$ cat src/hw/bicubic_coef_pkg.sv
package bicubic_coef_pkg;

    localparam int COEF_WIDTH = 12;  // signed coefficient width.
    localparam int FRAC_BITS  = 11;  // weights are in units of 1/2048.
    localparam int NUM_TAPS   = 4;
    localparam int NUM_PHASES = 5;   // outputs per input interval.

    typedef logic [2:0] coef_code_t;
    typedef logic [2:0] phase_t;

    typedef struct packed {
        coef_code_t tap0;
        coef_code_t tap1;
        coef_code_t tap2;
        coef_code_t tap3;
    } tap_codes_t;

    localparam coef_code_t C_M21   = 3'd0;
    localparam coef_code_t C_M135  = 3'd1;
    localparam coef_code_t C_M147  = 3'd2;
    localparam coef_code_t C_M225  = 3'd3;
    localparam coef_code_t C_P235  = 3'd4;
    localparam coef_code_t C_P873  = 3'd5;
    localparam coef_code_t C_P1535 = 3'd6;
    localparam coef_code_t C_P1981 = 3'd7;

    function automatic logic signed [COEF_WIDTH-1:0] coef_value(input coef_code_t code);
        case (code)
            C_M21:   return COEF_WIDTH'(-21);
            C_M135:  return COEF_WIDTH'(-135);
            C_M147:  return COEF_WIDTH'(-147);
            C_M225:  return COEF_WIDTH'(-225);
            C_P235:  return COEF_WIDTH'(235);
            C_P873:  return COEF_WIDTH'(873);
            C_P1535: return COEF_WIDTH'(1535);
            default: return COEF_WIDTH'(1981);  // the only code left is 7.
        endcase
    endfunction

    function automatic tap_codes_t phase_taps(input phase_t phase);
        case (phase)
            3'd1:    return '{tap0: C_M21, tap1: C_P1981, tap2: C_P235, tap3: C_M147};
            3'd2:    return '{tap0: C_M135, tap1: C_P1535, tap2: C_P873, tap3: C_M225};
            3'd3:    return '{tap0: C_M225, tap1: C_P873, tap2: C_P1535, tap3: C_M135};
            3'd4:    return '{tap0: C_M147, tap1: C_P235, tap2: C_P1981, tap3: C_M21};
            default: return '0;  // phase 0 bypasses the multipliers.
        endcase
    endfunction

endpackage

$ cat src/hw/line_stream_pkg.sv
package line_stream_pkg;

    localparam int PIXEL_W = 8;

    typedef logic [PIXEL_W-1:0] pixel_t;

    // one input pixel with its line markers.
    typedef struct packed {
        logic   valid;
        logic   sol;
        logic   eol;
        pixel_t data;
    } pixel_in_s;

    typedef struct packed {
        logic   valid;
        logic   eol;    // set on the last output of a line only.
        pixel_t data;
    } pixel_out_s;

    // w1 is the left pixel of the interval being interpolated.
    typedef struct packed {
        pixel_t w0;
        pixel_t w1;
        pixel_t w2;
        pixel_t w3;
    } window_s;

endpackage

$ cat src/hw/bicubic_mult_config.sv
`timescale 1ns/1ns

module bicubic_mult_config #(
    parameter int MULT_LATENCY  = 2,
    parameter int PRODUCT_WIDTH = 24
) (
    input  logic                            clk,
    input  bicubic_coef_pkg::coef_code_t    code,
    input  logic signed [PRODUCT_WIDTH-9:0] pixel,
    output logic signed [PRODUCT_WIDTH-1:0] product
);

    import bicubic_coef_pkg::*;

    logic signed [COEF_WIDTH-1:0]    coef;
    logic signed [PRODUCT_WIDTH-1:0] product_data;

    assign coef         = coef_value(code);
    assign product_data = coef * pixel;  // both operands sign extend to the product width.

    generate
        if (MULT_LATENCY == 1) begin : g_comb
            assign product = product_data;
        end else begin : g_pipe
            logic signed [PRODUCT_WIDTH-1:0] pipe [MULT_LATENCY-1];

            // models a multicycle hard multiplier, so no reset on the data.
            always_ff @(posedge clk) begin
                pipe[0] <= product_data;
                for (int i = 1; i < MULT_LATENCY - 1; i++) begin
                    pipe[i] <= pipe[i-1];
                end
            end

            assign product = pipe[MULT_LATENCY-2];
        end
    endgenerate

    initial begin
        assert (MULT_LATENCY >= 1 && MULT_LATENCY <= 3)
            else $fatal(1, "bicubic_mult_config: MULT_LATENCY %0d is outside 1 to 3.",
                        MULT_LATENCY);
    end

endmodule

$ cat src/hw/line_upscaler_top.sv
`timescale 1ns/1ns

module line_upscaler_top #(
    parameter int MULT_LATENCY  = 2,
    parameter int PRODUCT_WIDTH = 24
) (
    input  logic                        clk,
    input  logic                        rst_n,
    input  line_stream_pkg::pixel_in_s  pix_in,
    output line_stream_pkg::pixel_out_s pix_out,
    output logic                        busy
);

    import bicubic_coef_pkg::*;
    import line_stream_pkg::*;

    logic    load_sol;
    logic    shift_pixel;
    logic    shift_rep;
    logic    run;
    logic    clear;
    logic    issue;
    logic    issue_eol;
    logic    phase_last;
    phase_t  phase;
    window_s window;

    upscale_ctrl #(
        .MULT_LATENCY (MULT_LATENCY)
    ) i_upscale_ctrl (
        .clk         (clk),
        .rst_n       (rst_n),
        .pix_in      (pix_in),
        .phase_last  (phase_last),
        .phase       (phase),
        .load_sol    (load_sol),
        .shift_pixel (shift_pixel),
        .shift_rep   (shift_rep),
        .run         (run),
        .clear       (clear),
        .issue       (issue),
        .issue_eol   (issue_eol),
        .busy        (busy)
    );

    phase_counter i_phase_counter (
        .clk        (clk),
        .rst_n      (rst_n),
        .run        (run),
        .clear      (clear),
        .phase      (phase),
        .phase_last (phase_last)
    );

    tap_window i_tap_window (
        .clk         (clk),
        .rst_n       (rst_n),
        .pixel       (pix_in.data),
        .load_sol    (load_sol),
        .shift_pixel (shift_pixel),
        .shift_rep   (shift_rep),
        .window      (window)
    );

    tap_accumulator #(
        .MULT_LATENCY  (MULT_LATENCY),
        .PRODUCT_WIDTH (PRODUCT_WIDTH)
    ) i_tap_accumulator (
        .clk       (clk),
        .rst_n     (rst_n),
        .window    (window),
        .phase     (phase),
        .issue     (issue),
        .issue_eol (issue_eol),
        .pix_out   (pix_out)
    );

endmodule

$ cat src/hw/phase_counter.sv
`timescale 1ns/1ns

module phase_counter (
    input  logic                     clk,
    input  logic                     rst_n,
    input  logic                     run,
    input  logic                     clear,
    output bicubic_coef_pkg::phase_t phase,
    output logic                     phase_last
);

    import bicubic_coef_pkg::*;

    localparam phase_t LAST_PHASE = phase_t'(NUM_PHASES - 1);

    always_ff @(posedge clk or negedge rst_n) begin
        if (!rst_n) begin
            phase <= '0;
        end else if (clear) begin
            phase <= '0;
        end else if (run) begin
            if (phase == LAST_PHASE) begin
                phase <= '0;  // wraps straight into the next interval.
            end else begin
                phase <= phase + phase_t'(1);
            end
        end
    end

    assign phase_last = (phase == LAST_PHASE);

    a_phase_range : assert property (
        @(posedge clk) disable iff (!rst_n)
        phase <= LAST_PHASE
    ) else $error("phase_counter: phase %0d is out of range.", phase);

endmodule

$ cat src/hw/tap_accumulator.sv
`timescale 1ns/1ns

module tap_accumulator #(
    parameter int MULT_LATENCY  = 2,
    parameter int PRODUCT_WIDTH = 24
) (
    input  logic                        clk,
    input  logic                        rst_n,
    input  line_stream_pkg::window_s    window,
    input  bicubic_coef_pkg::phase_t    phase,
    input  logic                        issue,
    input  logic                        issue_eol,
    output line_stream_pkg::pixel_out_s pix_out
);

    import bicubic_coef_pkg::*;
    import line_stream_pkg::*;

    localparam int OPERAND_W  = PRODUCT_WIDTH - 8;
    localparam int SUM_W      = PRODUCT_WIDTH + 2;  // headroom for four products.
    localparam int ROUND_BIAS = 1 << (FRAC_BITS - 1);
    localparam int PIX_MAX    = (1 << PIXEL_W) - 1;

    // travels beside the multipliers so it lines up with their products.
    typedef struct packed {
        logic   valid;
        logic   eol;
        logic   bypass;
        pixel_t left;
    } side_s;

    tap_codes_t                     taps;
    coef_code_t                     code    [NUM_TAPS];
    pixel_t                         tap_pix [NUM_TAPS];
    logic signed [OPERAND_W-1:0]    operand [NUM_TAPS];
    logic signed [PRODUCT_WIDTH-1:0] product [NUM_TAPS];
    side_s                          side_in;
    side_s                          side_d;
    logic signed [SUM_W-1:0]        sum;
    logic signed [SUM_W-1:0]        rounded;
    logic signed [SUM_W-1:0]        shifted;
    pixel_t                         clipped;

    assign taps    = phase_taps(phase);
    assign code[0] = taps.tap0;
    assign code[1] = taps.tap1;
    assign code[2] = taps.tap2;
    assign code[3] = taps.tap3;

    assign tap_pix[0] = window.w0;
    assign tap_pix[1] = window.w1;
    assign tap_pix[2] = window.w2;
    assign tap_pix[3] = window.w3;

    generate
        for (genvar t = 0; t < NUM_TAPS; t++) begin : g_tap
            assign operand[t] = OPERAND_W'(tap_pix[t]);  // pixels are unsigned, zero extend.

            bicubic_mult_config #(
                .MULT_LATENCY  (MULT_LATENCY),
                .PRODUCT_WIDTH (PRODUCT_WIDTH)
            ) i_bicubic_mult_config (
                .clk     (clk),
                .code    (code[t]),
                .pixel   (operand[t]),
                .product (product[t])
            );
        end

        if (MULT_LATENCY == 1) begin : g_side_comb
            assign side_d = side_in;
        end else begin : g_side_pipe
            side_s side_pipe [MULT_LATENCY-1];

            always_ff @(posedge clk or negedge rst_n) begin
                if (!rst_n) begin
                    for (int i = 0; i < MULT_LATENCY - 1; i++) begin
                        side_pipe[i] <= '0;
                    end
                end else begin
                    side_pipe[0] <= side_in;
                    for (int i = 1; i < MULT_LATENCY - 1; i++) begin
                        side_pipe[i] <= side_pipe[i-1];
                    end
                end
            end

            assign side_d = side_pipe[MULT_LATENCY-2];
        end
    endgenerate

    assign side_in = '{valid: issue, eol: issue_eol, bypass: (phase == '0), left: window.w1};

    always_comb begin
        sum     = product[0] + product[1] + product[2] + product[3];
        rounded = sum + SUM_W'(ROUND_BIAS);
        shifted = rounded >>> FRAC_BITS;
        if (shifted < 0) begin
            clipped = '0;                 // undershoot next to a sharp edge.
        end else if (shifted > SUM_W'(PIX_MAX)) begin
            clipped = pixel_t'(PIX_MAX);
        end else begin
            clipped = shifted[PIXEL_W-1:0];
        end
    end

    always_ff @(posedge clk or negedge rst_n) begin
        if (!rst_n) begin
            pix_out <= '0;
        end else begin
            pix_out.valid <= side_d.valid;
            pix_out.eol   <= side_d.valid && side_d.eol;
            pix_out.data  <= side_d.bypass ? side_d.left : clipped;  // phase 0 copies w1.
        end
    end

endmodule

$ cat src/hw/tap_window.sv
`timescale 1ns/1ns

module tap_window (
    input  logic                     clk,
    input  logic                     rst_n,
    input  line_stream_pkg::pixel_t  pixel,
    input  logic                     load_sol,
    input  logic                     shift_pixel,
    input  logic                     shift_rep,
    output line_stream_pkg::window_s window
);

    always_ff @(posedge clk or negedge rst_n) begin
        if (!rst_n) begin
            window <= '0;
        end else if (load_sol) begin
            // the first pixel also stands in for the missing left neighbours.
            window.w1 <= pixel;
            window.w2 <= pixel;
            window.w3 <= pixel;
        end else if (shift_pixel || shift_rep) begin
            window.w0 <= window.w1;
            window.w1 <= window.w2;
            window.w2 <= window.w3;
            window.w3 <= shift_pixel ? pixel : window.w3;  // a flush repeats the right edge.
        end
    end

    // the controller sequences these strobes, never more than one per cycle.
    a_one_control : assert property (
        @(posedge clk) disable iff (!rst_n)
        $onehot0({load_sol, shift_pixel, shift_rep})
    ) else $error("tap_window: more than one window control in the same cycle.");

endmodule

$ cat src/hw/upscale_ctrl.sv
`timescale 1ns/1ns

module upscale_ctrl #(
    parameter int MULT_LATENCY = 2
) (
    input  logic                       clk,
    input  logic                       rst_n,
    input  line_stream_pkg::pixel_in_s pix_in,
    input  logic                       phase_last,
    input  bicubic_coef_pkg::phase_t   phase,
    output logic                       load_sol,
    output logic                       shift_pixel,
    output logic                       shift_rep,
    output logic                       run,
    output logic                       clear,
    output logic                       issue,
    output logic                       issue_eol,
    output logic                       busy
);

    import bicubic_coef_pkg::*;

    typedef enum logic [2:0] {
        S_IDLE,
        S_FILL,
        S_WAIT,
        S_ISSUE,
        S_FLUSH,
        S_DRAIN
    } state_e;

    state_e     state;
    state_e     state_next;
    logic [1:0] pix_cnt;    // accepted pixels, saturates at 3.
    logic [1:0] flush_cnt;  // flush rounds started.
    logic       eol_seen;
    logic       drain_done;

    assign load_sol    = (state == S_IDLE) && pix_in.valid && pix_in.sol;
    assign shift_pixel = pix_in.valid && (state inside {S_FILL, S_WAIT, S_ISSUE});
    assign shift_rep   = (state == S_FLUSH);
    assign issue       = (state == S_ISSUE);
    assign issue_eol   = issue && phase_last && eol_seen && (flush_cnt == 2'd2);
    assign drain_done  = (state == S_DRAIN) && (phase == phase_t'(MULT_LATENCY - 1));
    assign run         = issue || (state == S_DRAIN);  // the counter also times the drain.
    assign clear       = load_sol || drain_done;
    assign busy        = (state != S_IDLE);

    always_comb begin
        state_next = state;
        case (state)
            S_IDLE: begin
                if (load_sol) begin
                    state_next = S_FILL;
                end
            end
            S_FILL: begin
                if (shift_pixel) begin
                    if (pix_in.eol && pix_cnt == 2'd1) begin
                        state_next = S_FLUSH;  // two pixel line, only flush rounds follow.
                    end else if (pix_cnt == 2'd2) begin
                        state_next = S_ISSUE;  // the third pixel completes the window.
                    end
                end
            end
            S_WAIT: begin
                if (shift_pixel) begin
                    state_next = S_ISSUE;
                end
            end
            S_ISSUE: begin
                if (phase_last) begin
                    if (shift_pixel) begin
                        state_next = S_ISSUE;  // back to back with the next interval.
                    end else if (!eol_seen) begin
                        state_next = S_WAIT;
                    end else if (flush_cnt == 2'd2) begin
                        state_next = S_DRAIN;
                    end else begin
                        state_next = S_FLUSH;
                    end
                end
            end
            S_FLUSH: state_next = S_ISSUE;
            S_DRAIN: begin
                if (drain_done) begin
                    state_next = S_IDLE;
                end
            end
            default: state_next = S_IDLE;
        endcase
    end

    always_ff @(posedge clk or negedge rst_n) begin
        if (!rst_n) begin
            state     <= S_IDLE;
            pix_cnt   <= '0;
            flush_cnt <= '0;
            eol_seen  <= 1'b0;
        end else begin
            state <= state_next;
            if (load_sol) begin
                pix_cnt   <= 2'd1;
                flush_cnt <= 2'd0;
                eol_seen  <= 1'b0;
            end else begin
                if (shift_pixel && pix_cnt != 2'd3) begin
                    pix_cnt <= pix_cnt + 2'd1;
                end
                if (shift_pixel && pix_in.eol) begin
                    eol_seen <= 1'b1;
                end
                if (shift_rep) begin
                    flush_cnt <= flush_cnt + 2'd1;
                end
            end
        end
    end

    // one interval takes five issue cycles, so strobes closer than that would overlap.
    a_strobe_spacing : assert property (
        @(posedge clk) disable iff (!rst_n)
        pix_in.valid |-> !($past(pix_in.valid, 1) || $past(pix_in.valid, 2) ||
                           $past(pix_in.valid, 3) || $past(pix_in.valid, 4))
    ) else $error("upscale_ctrl: pixel strobes closer than 5 cycles.");

    a_sol_idle : assert property (
        @(posedge clk) disable iff (!rst_n)
        pix_in.valid && pix_in.sol |-> !busy
    ) else $error("upscale_ctrl: start of line while the previous line is busy.");

    a_line_length : assert property (
        @(posedge clk) disable iff (!rst_n)
        pix_in.valid && pix_in.sol |-> !pix_in.eol
    ) else $error("upscale_ctrl: line shorter than 2 pixels.");

endmodule

$ cat config.mk
export PLATFORM = sky130hd
export DESIGN_NAME = line_upscaler_top
export DESIGN_NICKNAME = d
export VERILOG_FILES = /design/src/hw/bicubic_coef_pkg.sv /design/src/hw/line_stream_pkg.sv /design/src/hw/bicubic_mult_config.sv /design/src/hw/line_upscaler_top.sv /design/src/hw/phase_counter.sv /design/src/hw/tap_accumulator.sv /design/src/hw/tap_window.sv /design/src/hw/upscale_ctrl.sv
export SDC_FILE = /design/constraint.sdc
export NUM_CORES = 1
export LEC_CHECK = 0
export ABC_CLOCK_PERIOD_IN_PS = 14400
export BUFFER_PORTS_ARGS = -buffer_cell sky130_fd_sc_hd__buf_2
export CAP_MARGIN = 10
export CORE_MARGIN = 1.5
export CORE_UTILIZATION = 30
export CTS_CLUSTER_SIZE = 12
export DETAILED_ROUTE_END_ITERATION = 8
export GPL_TIMING_DRIVEN = 0
export PLACE_DENSITY = 0.51
export SETUP_SLACK_MARGIN = 0.2
export SYNTH_ARGS = -nofsm -noshare
export SYNTH_HDL_FRONTEND = slang
export SYNTH_SLANG_ARGS = --single-unit
$ cat constraint.sdc
create_clock -name clk -period 14.4 [get_ports clk]
set_input_delay 4.32 -clock clk [delete_from_list [all_inputs] [get_ports clk]]
set_output_delay 4.32 -clock clk [all_outputs]
set_load 0.02 [all_outputs]
; Yosys cells after proc, flatten, opt, wreduce, memory -nomap -nowiden
; Memory sizes are Yosys's and may differ from the RTL's.
; Cells that the tools add are included.
[totals]
in_bits = 13
memories = 4
wordCells = 139
ram_bits = 96
register_bits = 64
output_inout_bits = 11
[mem_list]
columns = memory, depth, width, rd, rd_clocked_by_memory_dff, write_ports, line
row1 = i_tap_accumulator.g_tap[0].i_bicubic_mult_config.g_pipe.pipe, 1, 24, 1, 0, 1, bicubic_mult_config.sv:25  ; logic signed [PRODUCT_WIDTH-1:0] pipe [MULT_LATENCY-1];
row2 = i_tap_accumulator.g_tap[1].i_bicubic_mult_config.g_pipe.pipe, 1, 24, 1, 0, 1, bicubic_mult_config.sv:25
row3 = i_tap_accumulator.g_tap[2].i_bicubic_mult_config.g_pipe.pipe, 1, 24, 1, 0, 1, bicubic_mult_config.sv:25
row4 = i_tap_accumulator.g_tap[3].i_bicubic_mult_config.g_pipe.pipe, 1, 24, 1, 0, 1, bicubic_mult_config.sv:25
[classes]
bitwise = 1
reduce_logical = 31
mul = 4
mux = 31
add_sub_neg = 7
n_eq_ne = 43
n_lt_le_gt_ge = 2
[op_table]
columns = op, n
row1 = 12-bit one-hot mux with 7 select lines, 4
row2 = 12-bit by 9-bit multiplier with 21-bit output, 4
row3 = 24-bit 2-to-1 mux, 2
row4 = 3-bit == test (second input constant), 15
row5 = 11-bit one-hot mux with 4 select lines, 1
row6 = 3-bit by 2-bit == test with 1-bit output (second input constant), 12
row7 = 3-bit 2-to-1 mux, 12
row8 = 8-bit 2-to-1 mux, 4
row9 = 25-bit by 24-bit adder with 26-bit output, 1
row10 = 26-bit by 12-bit adder with 26-bit output (second input constant), 1
row11 = 26-bit by 24-bit adder with 26-bit output, 1
row12 = 24-bit by 24-bit adder with 25-bit output, 1
row13 = 3-bit by 1-bit == test with 1-bit output (second input constant), 6
row14 = 3-bit logical NOT, 6
row15 = 3-bit one-hot mux with 6 select lines, 1
row16 = 15-bit by 9-bit > comparator with 1-bit output (second input constant), 1
row17 = 15-bit by 1-bit < comparator with 1-bit output (second input constant), 1
row18 = 2-bit nonzero test, 6
row19 = 1-bit logical AND, 11
row20 = 2-bit by 1-bit != test with 1-bit output (second input constant), 5
row21 = 2-bit 2-to-1 mux, 4
row22 = 6-bit AND reduction, 1
row23 = 3-bit nonzero test, 2
row24 = 2-bit by 1-bit adder with 2-bit output (second input constant), 2
row25 = 9 further kinds, 15

; Longest topological paths before layout
; Gate-level depths: netlist of run 1.
; An unclocked memory read counts as a cell.
[logic_depth]
word_depth = 9
mapped_depth = 29
depth_no_buf = 26

; Cells and area by module
; From an unflattened synthesis of run 1, not the netlist that was laid out.
[hier_totals]
cells_unflattened = 3620
hier_area_um2 = 32630.0
[by_module_without_submodules]
columns = module, seq_area_each_um2, n_inst, area_each_um2, cells_per_inst
row1 = bicubic_mult_config (i_tap_accumulator.g_tap[0].i_bicubic_mult_config), 480.5, 1, 6830.3, 778
row2 = bicubic_mult_config (i_tap_accumulator.g_tap[1].i_bicubic_mult_config), 480.5, 1, 6708.9, 757
row3 = bicubic_mult_config (i_tap_accumulator.g_tap[3].i_bicubic_mult_config), 480.5, 1, 6700.2, 748
row4 = bicubic_mult_config (i_tap_accumulator.g_tap[2].i_bicubic_mult_config), 480.5, 1, 6593.8, 734
row5 = tap_accumulator, 525.5, 1, 3587.2, 397
row6 = tap_window, 800.8, 1, 1422.6, 118
row7 = upscale_ctrl, 200.2, 1, 616.8, 71
row8 = phase_counter, 75.1, 1, 170.2, 17

; Least setup slack after synthesis of run 1
; OpenSTA, ideal clock, no wires.
[synth_path]
kind = register -> register
from = register i_phase_counter.phase[2]
to = memory i_tap_accumulator.g_tap[0].i_bicubic_mult_config.g_pipe.pipe[0][22]
stages_incl_launch_ff = 25
arrival_ns = 6.153
period_less_slack_ns = 6.280
required_time_ns = 14.273
setup_slack_ns = 8.120
path_cell_list = dfrtp_1 clkbuf_1 inv_1 clkbuf_1 ha_1 clkbuf_1 nor2_1 clkinv_1 ha_1 clkbuf_1 nand2b_1 fa_1 fa_1 fa_1 fa_1 inv_1 ha_1 inv_1 o21bai_1 a21o_1 a31o_2 a211oi_1 nor3_1 o211ai_1 or3b_1
[synth_between]
elab_chain_cells = 5
[synth_lines]
columns = element, line
row1 = from (decl), phase_counter.sv:8  ; output bicubic_coef_pkg::phase_t phase,
row2 = from (signal assigned), phase_counter.sv:25  ; phase <= phase + phase_t'(1);
row3 = 3-bit == test (tied with other cells), bicubic_coef_pkg.sv:41  ; case (phase)
row4 = 11-bit one-hot mux with 4 select lines (*), bicubic_coef_pkg.sv:41
row5 = 3-bit == test (tied with other cells), bicubic_coef_pkg.sv:28  ; case (code)
row6 = 12-bit one-hot mux with 7 select lines (*), bicubic_coef_pkg.sv:28
row7 = 12-bit by 9-bit multiplier with 21-bit output (*), bicubic_mult_config.sv:19  ; assign product_data = coef * pixel;
row8 = via i_tap_accumulator.g_tap[0].i_bicubic_mult_config.product_data[20], bicubic_mult_config.sv:16  ; logic signed [PRODUCT_WIDTH-1:0] product_data;
row9 = to (decl), bicubic_mult_config.sv:25
; The timed path passes the listed nets; every way through them passes the cells marked *.

; Worst setup path after layout of run 1
[layout_path]
from = register i_phase_counter.phase[2]
to = memory i_tap_accumulator.g_tap[3].i_bicubic_mult_config.g_pipe.pipe[0][22]
[layout_between]
elab_chain_cells = 5
[layout_lines]
columns = element, line
row1 = 3-bit == test (tied with other cells), bicubic_coef_pkg.sv:41
row2 = 11-bit one-hot mux with 4 select lines (*), bicubic_coef_pkg.sv:41
row3 = 3-bit == test (tied with other cells), bicubic_coef_pkg.sv:28
row4 = 12-bit one-hot mux with 7 select lines (*), bicubic_coef_pkg.sv:28
row5 = 12-bit by 9-bit multiplier with 21-bit output (*), bicubic_mult_config.sv:19
row6 = via i_tap_accumulator.g_tap[3].i_bicubic_mult_config.product_data[20], bicubic_mult_config.sv:16
row7 = to (decl), bicubic_mult_config.sv:25
; Marks and branches as above.

==> results of run 1 <==
[metal layers]
| metal | up-vias | GRT usage, % |
|---|---|---|
| met2 | 196 | 26.7 |
| met3 | 39 | 1.42 |
| met5 | - | 0 |
| li1 | 6508 | - |
| met4 | 0 | 4.15 |
| met1 | 6840 | 19.8 |
[through the flow]
stage / util (%) / std cells
CTS: 33.3 / 3023
global route: 33.3 / 3023
global placement: 32.3 / 2990
detailed placement: 32.3 / 2991
finish: 33.3 / 3023
floorplan: - / 2112
[cell families after synthesis]
family | share of synthesized area (%)
xor+xnor | 3.64
simple gates | 11.2
compound gates | 7.78
mux | 0.736
buf+inv | 12.1
flops | 16.7
fa+ha+maj | 47.9
[area by class of cell]
type	count	share of cell area [%]
clock inverter	8	0.395
buffer	57	0.993
clock buffer	24	2.49
tap	855	4.96
timing repair buffer	24	0.674
sequential	148	15.2
multi-input combinational	1330	65.2
inverter	577	10.1
[worst paths after layout]
check	end	slack, ns	start	cells past startpoint
max in group asynchronous	i_tap_accumulator.pix_out[1]$_DFF_PN0_	10.05	rst_n	2
setup / recovery	register	5.93	i_phase_counter.phase[2]$_DFFE_PN0P_	26
hold / removal	i_tap_accumulator.pix_out[9]$_DFF_PN0_	0.37	i_tap_accumulator.g_side_pipe.side_pipe[10]$_DFF_PN0_	0
hold reg to reg	i_tap_accumulator.pix_out[9]$_DFF_PN0_	0.37	i_tap_accumulator.g_side_pipe.side_pipe[10]$_DFF_PN0_	0
setup reg to reg	register	5.93	i_phase_counter.phase[2]$_DFFE_PN0P_	26
min in group asynchronous	i_tap_window.window[5]$_DFFE_PN0P_	3.75	rst_n	1
[worst max-delay path: cells and delay by family (launching register included)]
kind                     cells  cell delay (ns)
adder cells (fa/ha/maj)      6             2.39
buffers and inverters        8             2.02
AND/OR/NAND/NOR              6             1.78
AO/OA/AOI/OAI                6             1.72
flip-flops                   1             0.33
[layout by cell type (no fill, tap or decap), types with 7 or more instances in the layout]
cell / Yosys / layout
sky130_fd_sc_hd__a211oi_1: 13 / 13
sky130_fd_sc_hd__a21o_1: 16 / 16
sky130_fd_sc_hd__a21oi_1: 73 / 73
sky130_fd_sc_hd__a221o_1: 10 / 10
sky130_fd_sc_hd__a22oi_1: 8 / 8
sky130_fd_sc_hd__a31oi_1: 8 / 8
sky130_fd_sc_hd__and2_1: 76 / 76
sky130_fd_sc_hd__and3_1: 11 / 11
sky130_fd_sc_hd__buf_2: 0 / 22
sky130_fd_sc_hd__clkbuf_1: 57 / 59
sky130_fd_sc_hd__clkbuf_16: 0 / 20
sky130_fd_sc_hd__dfrtp_1: 64 / 64
sky130_fd_sc_hd__dfxtp_1: 84 / 84
sky130_fd_sc_hd__fa_1: 336 / 336
sky130_fd_sc_hd__ha_1: 217 / 217
sky130_fd_sc_hd__inv_1: 576 / 576
sky130_fd_sc_hd__mux2_2: 12 / 12
sky130_fd_sc_hd__nand2_1: 148 / 148
sky130_fd_sc_hd__nand2b_1: 11 / 11
sky130_fd_sc_hd__nand3_1: 44 / 44
sky130_fd_sc_hd__nor2_1: 76 / 76
sky130_fd_sc_hd__nor2b_1: 30 / 30
sky130_fd_sc_hd__nor3_1: 23 / 23
sky130_fd_sc_hd__o21ai_0: 43 / 43
sky130_fd_sc_hd__o21bai_1: 8 / 8
sky130_fd_sc_hd__or2_2: 7 / 7
sky130_fd_sc_hd__or3_1: 12 / 12
sky130_fd_sc_hd__xnor2_1: 67 / 67
sky130_fd_sc_hd__xor2_1: 15 / 15
[registers in the layout, indices dropped and copies added, names as in the netlist]
register                                                   cells
i_upscale_ctrl.pix_cnt                                         2
i_tap_accumulator.pix_out                                     10
i_upscale_ctrl.eol_seen                                        1
i_tap_accumulator.g_side_pipe.side_pipe                       11
i_upscale_ctrl.state                                           3
i_tap_window.window                                           32
i_phase_counter.phase                                          3
i_upscale_ctrl.flush_cnt                                       2
i_tap_accumulator.g_tap.i_bicubic_mult_config.g_pipe.pipe     84
==> qor.log, run 1 <==
qor: timing.final_min_period_over_clock_period 58.8%
qor: critical_path.worstSetupEndpointType register
qor: logic_synthesis.cell_types_with_the_highest_counts_after_synthesis sky130_fd_sc_hd__inv_1 (576), sky130_fd_sc_hd__fa_1 (336), sky130_fd_sc_hd__ha_1 (217), sky130_fd_sc_hd__nand2_1 (148), sky130_fd_sc_hd__dfxtp_1 (84)
qor: route.met3_wirelength 1260 um
qor: timing.max_freq 0.118 GHz
qor: floorplan.floorplan.die.height 259 um
qor: floorplan.floorplan.rows 93
qor: logic_synthesis.syn_area_per_cell 9.33 um2
qor: layout.area_growth_syn_to_layout 9.31%
qor: run_status.status finished, final reports clean
qor: logic_synthesis.yosys_register_bits 148
qor: timing.slew_headroom 37.3%
qor: logic_synthesis.ys_warn_count 0
qor: timing.setup_ws 5.93 ns
qor: clock_tree.cts_root_buf sky130_fd_sc_hd__clkbuf_16
qor: flow_run.max-cap-violations 0
qor: clock_tree.cts_resized 0
qor: placement.place_worst_setup_slack 5.80 ns
qor: clock_tree.number_of_sinks_handled_by_clock_tree_synthesis 148
qor: route.wl 47000 um
qor: logic_synthesis.synthTopCellsByArea sky130_fd_sc_hd__fa_1 (34%), sky130_fd_sc_hd__ha_1 (14%), sky130_fd_sc_hd__inv_1 (11%)
qor: global_routing.grt_start_max_net_pins 46
qor: route.detailedRoute.firstPassIterationCount 5
qor: route.route.detailed.vias_per_inst 4.49
qor: layout.n_fill_cell 6815
qor: logic_synthesis.ys_async_sr_fraction 43.2%
qor: floorplan.dieWidth 259 um
qor: timing.unrepaired_setup_endpoints_after_global_routing false
qor: logic_synthesis.synthMostInstantiatedCell sky130_fd_sc_hd__inv_1
qor: route.drc 0
qor: clock_tree.post-cts-setup-buffer-count 0
qor: timing.final-hold-violation-count 0
qor: logic_synthesis.synth_top_area_share 34.1%
qor: floorplan.initial_cell_density_of_the_core 30.5%
qor: layout.insertedDiodeCount 0
qor: timing.finalHoldWorstSlack 0.374 ns
qor: layout.fin_area 21500 um2
qor: route.drtAntennaViolNets 0
qor: critical_path.cp-start-kind register
qor: critical_path.worstPathMaxFanout 10
qor: timing.final_period_minus_worst_setup_slack 8.47 ns
qor: logic_synthesis.ys.flop_type sky130_fd_sc_hd__dfxtp_1
qor: critical_path.cp_common_cell sky130_fd_sc_hd__inv_1
qor: layout.footprint_of_the_multi_input_gates 14000 um2
qor: clock_tree.htreeDepth 4
qor: clock_tree.number_of_buffers_added_by_the_clock_tree_synthesis_step 17
qor: route.met2_wirelength 23500 um
qor: logic_synthesis.yosysUniqueCellTypes 60
qor: layout.layout-drive-gt1-share 3.87%
qor: placement.hpwlAfterDp 40300 um
qor: critical_path.timing.critical_path.required 14.66 ns
qor: logic_synthesis.gate_count_after_technology_mapping 2112
qor: critical_path.timing_worst_setup_path_type register to register
qor: global_routing.grt_remaining_overflow 0
qor: floorplan.core_area 64700 um2
qor: logic_synthesis.synth.yosys.seq_area_share 16.7%
qor: clock_tree.worst_skew_pair.late_latency 0.45 ns
qor: global_routing.antenna_violations_before_repair 0
qor: clock_tree.clock_tree_from_tritoncts done
qor: route.drt_iter0_drc 682
qor: logic_synthesis.post_synth_edffs 0
qor: logic_synthesis.synth.net_count 2678
qor: global_routing.track_usage 15.2%
qor: route.routed-via-count 13600
qor: route.avgRoutedWirePerCell 15.6 um
qor: route.sum_of_routed_wire_segments_on_met1 21500 um
qor: timing.tightest_slew 0.941 ns
qor: logic_synthesis.synth.largest_area_cell sky130_fd_sc_hd__fa_1
qor: layout.nets 2721
qor: global_routing.global_route_wire_length_before_repair 79400 um
qor: clock_tree.clk_pin_slew 0.07 ns
qor: worst_hold_path.hp-class register to register
qor: clock_tree.cts_buffer_depth 2
qor: timing.finalSetupViolations 0
qor: global_routing.number_of_global_route_vias_before_repair 14800
qor: timing.worst_clock_skew 0.00950 ns
qor: timing.tns 0 ns
qor: logic_synthesis.netlist_area 19700 um2
qor: layout.register_area 3280 um2
qor: floorplan.io_pins 24
qor: timing.slew_violations 0
qor: placement.placement.cell_area 20900 um2
qor: critical_path.crit_path_slowest_cell sky130_fd_sc_hd__a2111oi_0
qor: route.top_signal_layer_used met4
qor: placement.gp_routability_congestion 0.856
qor: critical_path.timing.critical_path.arrival 8.73 ns
qor: clock_tree.number_of_buffers_added_to_fix_hold_violations_after_cts 0
qor: placement.io_buffer_count 23
qor: critical_path.critical-path-max-stage-delay 0.83 ns
qor: floorplan.dieArea 67300 um2
Power of run 1 is not shown: default switching activity piles up to over one toggle a cycle in this logic, so the estimate is an artifact.
==> run 2, diff against run 1 <==
--- a/config.mk
+++ b/config.mk
@@ -5,7 +5,8 @@
 export SDC_FILE = /design/constraint.sdc
 export NUM_CORES = 1
 export LEC_CHECK = 0
-export ABC_CLOCK_PERIOD_IN_PS = 14400
+export ABC_AREA = 1
+export ABC_CLOCK_PERIOD_IN_PS = 8520
 export BUFFER_PORTS_ARGS = -buffer_cell sky130_fd_sc_hd__buf_2
 export CAP_MARGIN = 10
 export CORE_MARGIN = 1.5
==> constraint.sdc (replaced) <==
create_clock -name clk -period 8.52 [get_ports clk]
set_input_delay 2.556 -clock clk [delete_from_list [all_inputs] [get_ports clk]]
set_output_delay 2.556 -clock clk [all_outputs]
set_load 0.02 [all_outputs]
==> run 2 against run 1 <==
  * Maximum frequency increased by 23%
  * Via count up 6.7%
  * Global-route usage is 0.24 points higher
  * Synthesized area up 2.1%
  * Critical path type unchanged
==> qor.log, run 2 <==
qor: run_status.status finished, final reports clean [unchanged]
qor: logic_synthesis.yosys_register_bits 148 [unchanged]
qor: logic_synthesis.ys_warn_count 0 [unchanged]
qor: logic_synthesis.synth.largest_area_cell sky130_fd_sc_hd__fa_1 [unchanged]
qor: floorplan.floorplan.die.height 262 um [was 259 um]
qor: layout.insertedDiodeCount 0 [unchanged]
qor: layout.nets 2995 [was 2721]
qor: layout.finish.cell_count_without_fillers 3306 [was 3023]
qor: layout.layout.cells.most_common sky130_fd_sc_hd__inv_1 [unchanged]
qor: floorplan.dieArea 68700 um2 [was 67300 um2]
qor: route.sum_of_routed_wire_segments_on_met1 22600 um [was 21500 um]
qor: timing.unrepaired_setup_endpoints_after_global_routing false [unchanged]
qor: logic_synthesis.synthMostInstantiatedCell sky130_fd_sc_hd__inv_1 [unchanged]
qor: critical_path.timing.critical_path.arrival 7.24 ns [was 8.73 ns]
qor: logic_synthesis.synth_top_area_share 33.4% [was 34.1%]
qor: route.met3_wirelength 1860 um [was 1260 um]
qor: route.met2_wirelength 24100 um [was 23500 um]
qor: floorplan.initial_cell_density_of_the_core 30.4% [was 30.5%]
qor: timing.tightest_slew 0.912 ns [was 0.941 ns]
qor: timing.worst_clock_skew 0.0238 ns [was 0.00950 ns]
qor: logic_synthesis.synthTopCellsByArea sky130_fd_sc_hd__fa_1 (33%), sky130_fd_sc_hd__ha_1 (13%), sky130_fd_sc_hd__inv_1 (13%) [was sky130_fd_sc_hd__fa_1 (34%), sky130_fd_sc_hd__ha_1 (14%), sky130_fd_sc_hd__inv_1 (11%)]
qor: critical_path.worstSetupEndpointType register [unchanged]
qor: route.route.detailed.vias_per_inst 4.38 [was 4.49]
qor: route.top_signal_layer_used met5 [was met4]
qor: route.avgRoutedWirePerCell 15.2 um [was 15.6 um]
qor: layout.n_fill_cell 7003 [was 6815]
qor: route.detailedRoute.firstPassIterationCount 5 [unchanged]
qor: logic_synthesis.synth.net_count 2952 [was 2678]
qor: clock_tree.cts_resized 0 [unchanged]
qor: route.drt_iter0_drc 634 [was 682]
qor: layout.layout-drive-gt1-share 4.67% [was 3.87%]
qor: logic_synthesis.syn_area_per_cell 8.44 um2 [was 9.33 um2]
qor: layout.mostFrequentLayoutCells sky130_fd_sc_hd__inv_1 (694), sky130_fd_sc_hd__nand2_1 (390), sky130_fd_sc_hd__fa_1 (336) [was sky130_fd_sc_hd__inv_1 (576), sky130_fd_sc_hd__fa_1 (336), sky130_fd_sc_hd__ha_1 (217)]
qor: timing.tns 0 ns [unchanged]
qor: floorplan.floorplan.rows 94 [was 93]
qor: timing.final_min_period_over_clock_period 81.0% [was 58.8%]
qor: clock_tree.post-cts-setup-buffer-count 0 [unchanged]
qor: timing.final-hold-violation-count 0 [unchanged]
qor: route.wl 50300 um [was 47000 um]
qor: critical_path.timing.critical_path.required 8.86 ns [was 14.66 ns]
qor: clock_tree.clk_pin_slew 0.08 ns [was 0.07 ns]
qor: logic_synthesis.gate_count_after_technology_mapping 2386 [was 2112]
qor: layout.register_containing_the_most_flip_flops_in_the_final_layout i_tap_accumulator.g_tap.i_bicubic_mult_config.g_pipe.pipe [unchanged]
qor: timing.slew_headroom 39.2% [was 37.3%]
qor: floorplan.dieWidth 262 um [was 259 um]
qor: route.drc 0 [unchanged]
qor: global_routing.number_of_global_route_vias_before_repair 15800 [was 14800]
qor: clock_tree.number_of_buffers_added_to_fix_hold_violations_after_cts 0 [unchanged]
qor: layout.largest_reg_flops 84 [unchanged]
qor: logic_synthesis.synth.yosys.seq_area_share 16.3% [was 16.7%]
qor: placement.gp_routability_congestion 0.870 [was 0.856]
qor: logic_synthesis.yosysUniqueCellTypes 49 [was 60]
qor: timing.max_freq 0.145 GHz [was 0.118 GHz]
qor: logic_synthesis.ys.flop_type sky130_fd_sc_hd__dfxtp_1 [unchanged]
qor: timing.finalSetupViolations 0 [unchanged]
qor: placement.io_buffer_count 23 [unchanged]
qor: clock_tree.cts_root_buf sky130_fd_sc_hd__clkbuf_16 [unchanged]
qor: global_routing.track_usage 15.4% [was 15.2%]
qor: critical_path.cp-start-kind register [unchanged]
qor: timing.slew_violations 0 [unchanged]
qor: global_routing.global_route_wire_length_before_repair 81900 um [was 79400 um]
qor: logic_synthesis.ys_async_sr_fraction 43.2% [unchanged]
qor: floorplan.io_pins 24 [unchanged]
qor: clock_tree.cts_buffer_depth 2 [unchanged]
qor: clock_tree.number_of_sinks_handled_by_clock_tree_synthesis 148 [unchanged]
qor: flow_run.max-cap-violations 0 [unchanged]
qor: placement.dp_cells 3274 [was 2991]
qor: critical_path.ff2ff_setup_slack 1.62 ns [was 5.93 ns]
qor: placement.placement.cell_area 21400 um2 [was 20900 um2]
qor: logic_synthesis.netlist_area 20100 um2 [was 19700 um2]
qor: layout.area_growth_syn_to_layout 9.15% [was 9.31%]
qor: route.routed-via-count 14500 [was 13600]
qor: logic_synthesis.post_synth_edffs 0 [unchanged]
qor: timing.final_period_minus_worst_setup_slack 6.90 ns [was 8.47 ns]
qor: placement.hpwlAfterDp 43800 um [was 40300 um]
qor: global_routing.grt_remaining_overflow 0 [unchanged]
qor: critical_path.timing_worst_setup_path_type register to register [unchanged]
qor: clock_tree.clock_tree_from_tritoncts done [unchanged]
qor: global_routing.antenna_violations_before_repair 0 [unchanged]
qor: worst_hold_path.hp-class register to register [unchanged]
qor: logic_synthesis.cell_types_with_the_highest_counts_after_synthesis sky130_fd_sc_hd__inv_1 (694), sky130_fd_sc_hd__nand2_1 (390), sky130_fd_sc_hd__fa_1 (336), sky130_fd_sc_hd__ha_1 (217), sky130_fd_sc_hd__nor2_1 (182) [was sky130_fd_sc_hd__inv_1 (576), sky130_fd_sc_hd__fa_1 (336), sky130_fd_sc_hd__ha_1 (217), sky130_fd_sc_hd__nand2_1 (148), sky130_fd_sc_hd__dfxtp_1 (84)]
qor: floorplan.core_area 66100 um2 [was 64700 um2]
qor: route.drtAntennaViolNets 0 [unchanged]
qor: clock_tree.htreeDepth 4 [unchanged]
qor: clock_tree.number_of_buffers_added_by_the_clock_tree_synthesis_step 17 [unchanged]
qor: critical_path.worstPathMaxFanout 10 [unchanged]
qor: layout.top_registers i_tap_accumulator.g_tap.i_bicubic_mult_config.g_pipe.pipe: 84 flops, i_tap_window.window: 32 flops, i_tap_accumulator.g_side_pipe.side_pipe: 11 flops [unchanged]
qor: layout.fin_area 22000 um2 [was 21500 um2]
qor: clock_tree.worst_skew_pair.late_latency 0.45 ns [about the same]
qor: global_routing.grt_start_max_net_pins 59 [was 46]
[run 2: cell count changes in the layout (fill, tap and decap cells not counted), moves of 30 or more]
cell                       delta
sky130_fd_sc_hd__nand2_1    +242
sky130_fd_sc_hd__nor2_1     +106
sky130_fd_sc_hd__and2_1      -76
sky130_fd_sc_hd__nor2b_1     -30
sky130_fd_sc_hd__clkbuf_1    -30
sky130_fd_sc_hd__inv_1      +118
[run 2: worst max-delay path: stages (launching register included)]
cell and delay (ns):
sky130_fd_sc_hd__dfrtp_1 0.44, sky130_fd_sc_hd__ha_1 0.27, sky130_fd_sc_hd__ha_1 0.23, sky130_fd_sc_hd__inv_1 0.06, sky130_fd_sc_hd__nand2_1 0.29, sky130_fd_sc_hd__inv_1 0.44
sky130_fd_sc_hd__buf_1 0.61, sky130_fd_sc_hd__ha_1 0.27, sky130_fd_sc_hd__clkbuf_1 0.35, sky130_fd_sc_hd__nand2_1 0.18, sky130_fd_sc_hd__fa_1 0.59, sky130_fd_sc_hd__fa_1 0.44
sky130_fd_sc_hd__fa_1 0.50, sky130_fd_sc_hd__fa_1 0.48, sky130_fd_sc_hd__inv_1 0.04, sky130_fd_sc_hd__ha_1 0.34, sky130_fd_sc_hd__nand2_1 0.07, sky130_fd_sc_hd__o21ai_1 0.21
sky130_fd_sc_hd__a21oi_1 0.16, sky130_fd_sc_hd__o21ai_2 0.23, sky130_fd_sc_hd__a21boi_1 0.13, sky130_fd_sc_hd__o21ai_1 0.23, sky130_fd_sc_hd__nand2_1 0.11, sky130_fd_sc_hd__nand3_1 0.08
sky130_fd_sc_hd__nand2_1 0.05
[run 2: layout make-up]
type | instances | area, um2 | share of cell area, %
plain buffers | 37 | 149 | 0.678
clock buffers | 17 | 425 | 1.94
clock inverters | 15 | 190 | 0.866
inverters | 721 | 2710 | 12.3
multi-input cells | 1480 | 14000 | 63.7
flip-flops and latches | 148 | 3280 | 14.9
well taps | 864 | 1080 | 4.92
repair buffers | 24 | 145 | 0.661
[run 2: cell families after synthesis]
family | after synthesis | share of synthesized area, %
buf+inv | 758 | 14.2
simple gates | 660 | 13.5
fa+ha+maj | 553 | 46.9
compound gates | 186 | 5.48
flops | 148 | 16.3
xor+xnor | 81 | 3.62
[run 2: through the flow]
stage | hold WS (ns) | setup slack, ns | util [%]
final | 0.401 | 1.62 | 33.2
after global routing | 0.436 | 1.14 | 33.2
after CTS | 0.415 | 1.54 | 33.2
after detailed placement | 0.382 | 1.50 | 32.3
after global placement | 0.359 | 1.61 | 32.3
after floorplan | 0.345 | 3.10 | -
[run 2: path summary, 6_finish.rpt]
check | from | end | depth (start not counted)
worst min-delay path | i_tap_accumulator.g_side_pipe.side_pipe[10]$_DFF_PN0_ | i_tap_accumulator.pix_out[9]$_DFF_PN0_ | 0
max in group asynchronous | rst_n | i_tap_window.window[11]$_DFFE_PN0P_ | 2
worst min register to register | i_tap_accumulator.g_side_pipe.side_pipe[10]$_DFF_PN0_ | i_tap_accumulator.pix_out[9]$_DFF_PN0_ | 0
worst max register to register | i_phase_counter.phase[0]$_DFFE_PN0P_ | register | 24
min in group asynchronous | rst_n | i_tap_accumulator.pix_out[2]$_DFF_PN0_ | 1
worst max-delay path | i_phase_counter.phase[0]$_DFFE_PN0P_ | register | 24
[run 2: per-layer routing]
layer,vias up,track usage (%)
met4,2,5.62
li1,7074,-
met5,-,0.764
met2,239,26.7
met1,7103,19.4
met3,76,2.33
Power of run 2 is left out for the same reason.
==> run 3, diff against run 2 <==
--- a/config.mk
+++ b/config.mk
@@ -5,8 +5,8 @@
 export SDC_FILE = /design/constraint.sdc
 export NUM_CORES = 1
 export LEC_CHECK = 0
-export ABC_AREA = 1
-export ABC_CLOCK_PERIOD_IN_PS = 8520
+export ABC_AREA = 0
+export ABC_CLOCK_PERIOD_IN_PS = 6700
 export BUFFER_PORTS_ARGS = -buffer_cell sky130_fd_sc_hd__buf_2
 export CAP_MARGIN = 10
 export CORE_MARGIN = 1.5
==> constraint.sdc (replaced) <==
create_clock -name clk -period 6.7 [get_ports clk]
set_input_delay 2.01 -clock clk [delete_from_list [all_inputs] [get_ports clk]]
set_output_delay 2.01 -clock clk [all_outputs]
set_load 0.02 [all_outputs]
==> run 3 against run 2 <==
  * Register-to-register slack got worse by 1.1 ns
  * Non-clock buffer count rose by 32
  * Largest cell class unchanged
  * Die area decreased by 2.0%
  * Flip-flop and latch count unchanged
  * Worst hold slack worse by 0.027 ns
  * Core utilization increased by 0.65 points
  * Critical path type unchanged
  * Global-route usage is 0.14 points lower
  * Count of clock-buffer cells in the layout grew 7
  * Maximum frequency up 11%
  * Routed wire length is 5.8% lower
  * Final area shrank 0.20%
  * Via count is 6.0% lower
==> qor.log, run 3 (synthesis gave the netlist of run 1 again) <==
qor: run_status.status finished, final reports clean [unchanged]
qor: clock_tree.cts_root_buf sky130_fd_sc_hd__clkbuf_16 [unchanged]
qor: floorplan.floorplan.die.height 259 um [was 262 um]
qor: critical_path.timing.critical_path.required 7.03 ns [was 8.86 ns]
qor: floorplan.io_pins 24 [unchanged]
qor: worst_hold_path.hp-class register to register [unchanged]
qor: critical_path.timing_worst_setup_path_type register to register [unchanged]
qor: timing.final_min_period_over_clock_period 92.5% [was 81.0%]
qor: timing.unrepaired_setup_endpoints_after_global_routing true [was false]
qor: timing.slew_violations 0 [unchanged]
qor: timing.tightest_slew 0.769 ns [was 0.912 ns]
qor: global_routing.grt_start_max_net_pins 46 [was 59]
qor: timing.final-hold-violation-count 0 [unchanged]
qor: route.avgRoutedWirePerCell 15.6 um [was 15.2 um]
qor: global_routing.grt_remaining_overflow 0 [unchanged]
qor: timing.final_period_minus_worst_setup_slack 6.20 ns [was 6.90 ns]
qor: clock_tree.number_of_sinks_handled_by_clock_tree_synthesis 148 [unchanged]
qor: critical_path.critical_path_origin i_phase_counter.phase[2]$_DFFE_PN0P_ [was i_phase_counter.phase[0]$_DFFE_PN0P_]
qor: clock_tree.clock_tree_from_tritoncts done [unchanged]
qor: critical_path.worstSetupEndpointType register [unchanged]
qor: global_routing.number_of_global_route_vias_before_repair 14900 [was 15800]
qor: layout.register_containing_the_most_flip_flops_in_the_final_layout i_tap_accumulator.g_tap.i_bicubic_mult_config.g_pipe.pipe [unchanged]
qor: layout.area_growth_syn_to_layout 11.2% [was 9.15%]
qor: placement.io_buffer_count 23 [unchanged]
qor: timing.max_freq 0.161 GHz [was 0.145 GHz]
qor: critical_path.timing.critical_path.arrival 6.52 ns [was 7.24 ns]
qor: timing.finalSetupViolations 0 [unchanged]
qor: layout.layout.cells.most_common sky130_fd_sc_hd__inv_1 [unchanged]
qor: layout.finish.cell_count_without_fillers 3035 [was 3306]
qor: clock_tree.number_of_buffers_added_by_the_clock_tree_synthesis_step 17 [unchanged]
qor: placement.gp_routability_congestion 0.856 [was 0.870]
qor: placement.dp_cells 2991 [was 3274]
qor: layout.nets 2733 [was 2995]
qor: floorplan.initial_cell_density_of_the_core 30.5% [was 30.4%]
qor: route.drt_iter0_drc 616 [was 634]
qor: critical_path.rr_startpoint i_phase_counter.phase[2]$_DFFE_PN0P_ [was i_phase_counter.phase[0]$_DFFE_PN0P_]
qor: route.detailedRoute.firstPassIterationCount 5 [unchanged]
qor: layout.top_registers i_tap_accumulator.g_tap.i_bicubic_mult_config.g_pipe.pipe: 84 flops, i_tap_window.window: 32 flops, i_tap_accumulator.g_side_pipe.side_pipe: 11 flops [unchanged]
qor: placement.hpwlAfterDp 40300 um [was 43800 um]
qor: critical_path.cp-start-kind register [unchanged]
qor: route.drc 0 [unchanged]
qor: route.routed-via-count 13600 [was 14500]
qor: timing.worst_clock_skew 0.0105 ns [was 0.0238 ns]
qor: clock_tree.worst_skew_pair.late_latency 0.45 ns [about the same]
qor: floorplan.dieWidth 259 um [was 262 um]
qor: clock_tree.cts_buffer_depth 2 [unchanged]
qor: clock_tree.clk_pin_slew 0.07 ns [was 0.08 ns]
qor: critical_path.ff2ff_setup_slack 0.50 ns [was 1.62 ns]
qor: flow_run.max-cap-violations 0 [unchanged]
qor: timing.finalHoldWorstSlack 0.375 ns [was 0.401 ns]
qor: timing.slew_headroom 48.7% [was 39.2%]
qor: route.route.detailed.vias_per_inst 4.49 [was 4.38]
qor: critical_path.r2r.worst_path.cells 24 [unchanged]
qor: floorplan.core_area 64700 um2 [was 66100 um2]
qor: layout.layout-drive-gt1-share 6.74% [was 4.67%]
qor: critical_path.worstPathMaxFanout 10 [unchanged]
qor: clock_tree.htreeDepth 4 [unchanged]
qor: route.wl 47400 um [was 50300 um]
qor: floorplan.floorplan.rows 93 [was 94]
qor: global_routing.global_route_wire_length_before_repair 79600 um [was 81900 um]
qor: layout.n_fill_cell 6786 [was 7003]
qor: layout.largest_reg_flops 84 [unchanged]
qor: global_routing.antenna_violations_before_repair 0 [unchanged]
qor: route.drtAntennaViolNets 0 [unchanged]
qor: global_routing.track_usage 15.3% [was 15.4%]
qor: floorplan.dieArea 67300 um2 [was 68700 um2]
qor: layout.mostFrequentLayoutCells sky130_fd_sc_hd__inv_1 (575), sky130_fd_sc_hd__fa_1 (335), sky130_fd_sc_hd__ha_1 (214) [was sky130_fd_sc_hd__inv_1 (694), sky130_fd_sc_hd__nand2_1 (390), sky130_fd_sc_hd__fa_1 (336)]
qor: layout.insertedDiodeCount 0 [unchanged]
[run 3: cell count changes in the layout (fill, tap and decap cells not counted), sizes merged, moves of 12 or more]
cell and change:
nor2b +30, nor2 -118, o221ai -12, inv -143, mux2 +12, and2 +77, xor2 -28, nand2b +12
or3 +12, xnor2 +29, nand2 -250, nor3 +13, clkbuf +29
[run 3: worst max-delay path, stage by stage (launching register included)]
cell                         delay (ns)
sky130_fd_sc_hd__dfrtp_1           0.36
sky130_fd_sc_hd__buf_8             0.12
sky130_fd_sc_hd__clkinvlp_4        0.09
sky130_fd_sc_hd__clkbuf_8          0.18
sky130_fd_sc_hd__ha_1              0.21
sky130_fd_sc_hd__buf_4             0.20
sky130_fd_sc_hd__nor2_4            0.25
sky130_fd_sc_hd__clkinv_4          0.14
sky130_fd_sc_hd__ha_1              0.20
sky130_fd_sc_hd__buf_2             0.18
sky130_fd_sc_hd__nand2b_4          0.17
sky130_fd_sc_hd__fa_1              0.53
sky130_fd_sc_hd__fa_1              0.44
sky130_fd_sc_hd__fa_1              0.51
sky130_fd_sc_hd__fa_1              0.51
sky130_fd_sc_hd__inv_1             0.05
sky130_fd_sc_hd__ha_1              0.30
sky130_fd_sc_hd__inv_1             0.08
sky130_fd_sc_hd__o21bai_1          0.12
sky130_fd_sc_hd__a21o_1            0.21
sky130_fd_sc_hd__a31o_2            0.29
sky130_fd_sc_hd__a211oi_4          0.26
sky130_fd_sc_hd__nor3_2            0.10
sky130_fd_sc_hd__o211ai_1          0.18
sky130_fd_sc_hd__or3b_1            0.37
[run 3: final cells by class]
class / instances / area (um2) / share of cell area (%)
inverter: 577 / 2170 / 9.92
clock inverter: 8 / 85.1 / 0.388
timing repair buffer: 36 / 248 / 1.13
buffer: 57 / 270 / 1.23
multi-input combinational: 1330 / 14300 / 65.0
clock buffer: 24 / 536 / 2.44
tap: 855 / 1070 / 4.88
sequential: 148 / 3280 / 15.0
[run 3: per-layer routing]
layer	wire [um]	global-route usage (%)	share of wire (%)
met1	21200	19.5	45
met2	22900	26.0	48
met3	1730	2.14	3.7
met4	1620	5.94	3.4
met5	0	0	0
[run 3: what timing repair did]
| item | in CTS | in global routing |
|---|---|---|
| gates resized for setup | 45 | 38 |
| setup buffers | 7 | 5 |
| hold buffers | 0 | 0 |
| endpoints found under the setup margin | 51 | 20 |
| pin swaps | 3 | 9 |
[run 3: how the worst min path moves through the flow]
stage                                                                     start                                endpoint  slack [ns]  cells past startpoint
after global placement    i_tap_accumulator.g_side_pipe.side_pipe[10]$_DFF_PN0_  i_tap_accumulator.pix_out[9]$_DFF_PN0_        0.36                      0
final                     i_tap_accumulator.g_side_pipe.side_pipe[10]$_DFF_PN0_  i_tap_accumulator.pix_out[9]$_DFF_PN0_        0.37                      0
after floorplan           i_tap_accumulator.g_side_pipe.side_pipe[10]$_DFF_PN0_  i_tap_accumulator.pix_out[9]$_DFF_PN0_        0.35                      0
after CTS                 i_tap_accumulator.g_side_pipe.side_pipe[10]$_DFF_PN0_  i_tap_accumulator.pix_out[9]$_DFF_PN0_        0.38                      0
after global routing      i_tap_accumulator.g_side_pipe.side_pipe[10]$_DFF_PN0_  i_tap_accumulator.pix_out[9]$_DFF_PN0_        0.40                      0
after detailed placement  i_tap_accumulator.g_side_pipe.side_pipe[10]$_DFF_PN0_  i_tap_accumulator.pix_out[9]$_DFF_PN0_        0.36                      0
[run 3: per-stage QoR]
stage | instance area [um2] | setup slack (ns) | TNS [ns] | util [%]
floorplan | 19700 | 0.420 | 0 | -
global placement | 20900 | -1.82 | -33.66 | 32.3
detailed placement | 20900 | -1.90 | -36.73 | 32.3
CTS | 21800 | 0.184 | 0 | 33.6
global route | 21900 | 0.177 | 0 | 33.9
finish | 21900 | 0.504 | 0 | 33.9
Power of run 3 is left out for the same reason.
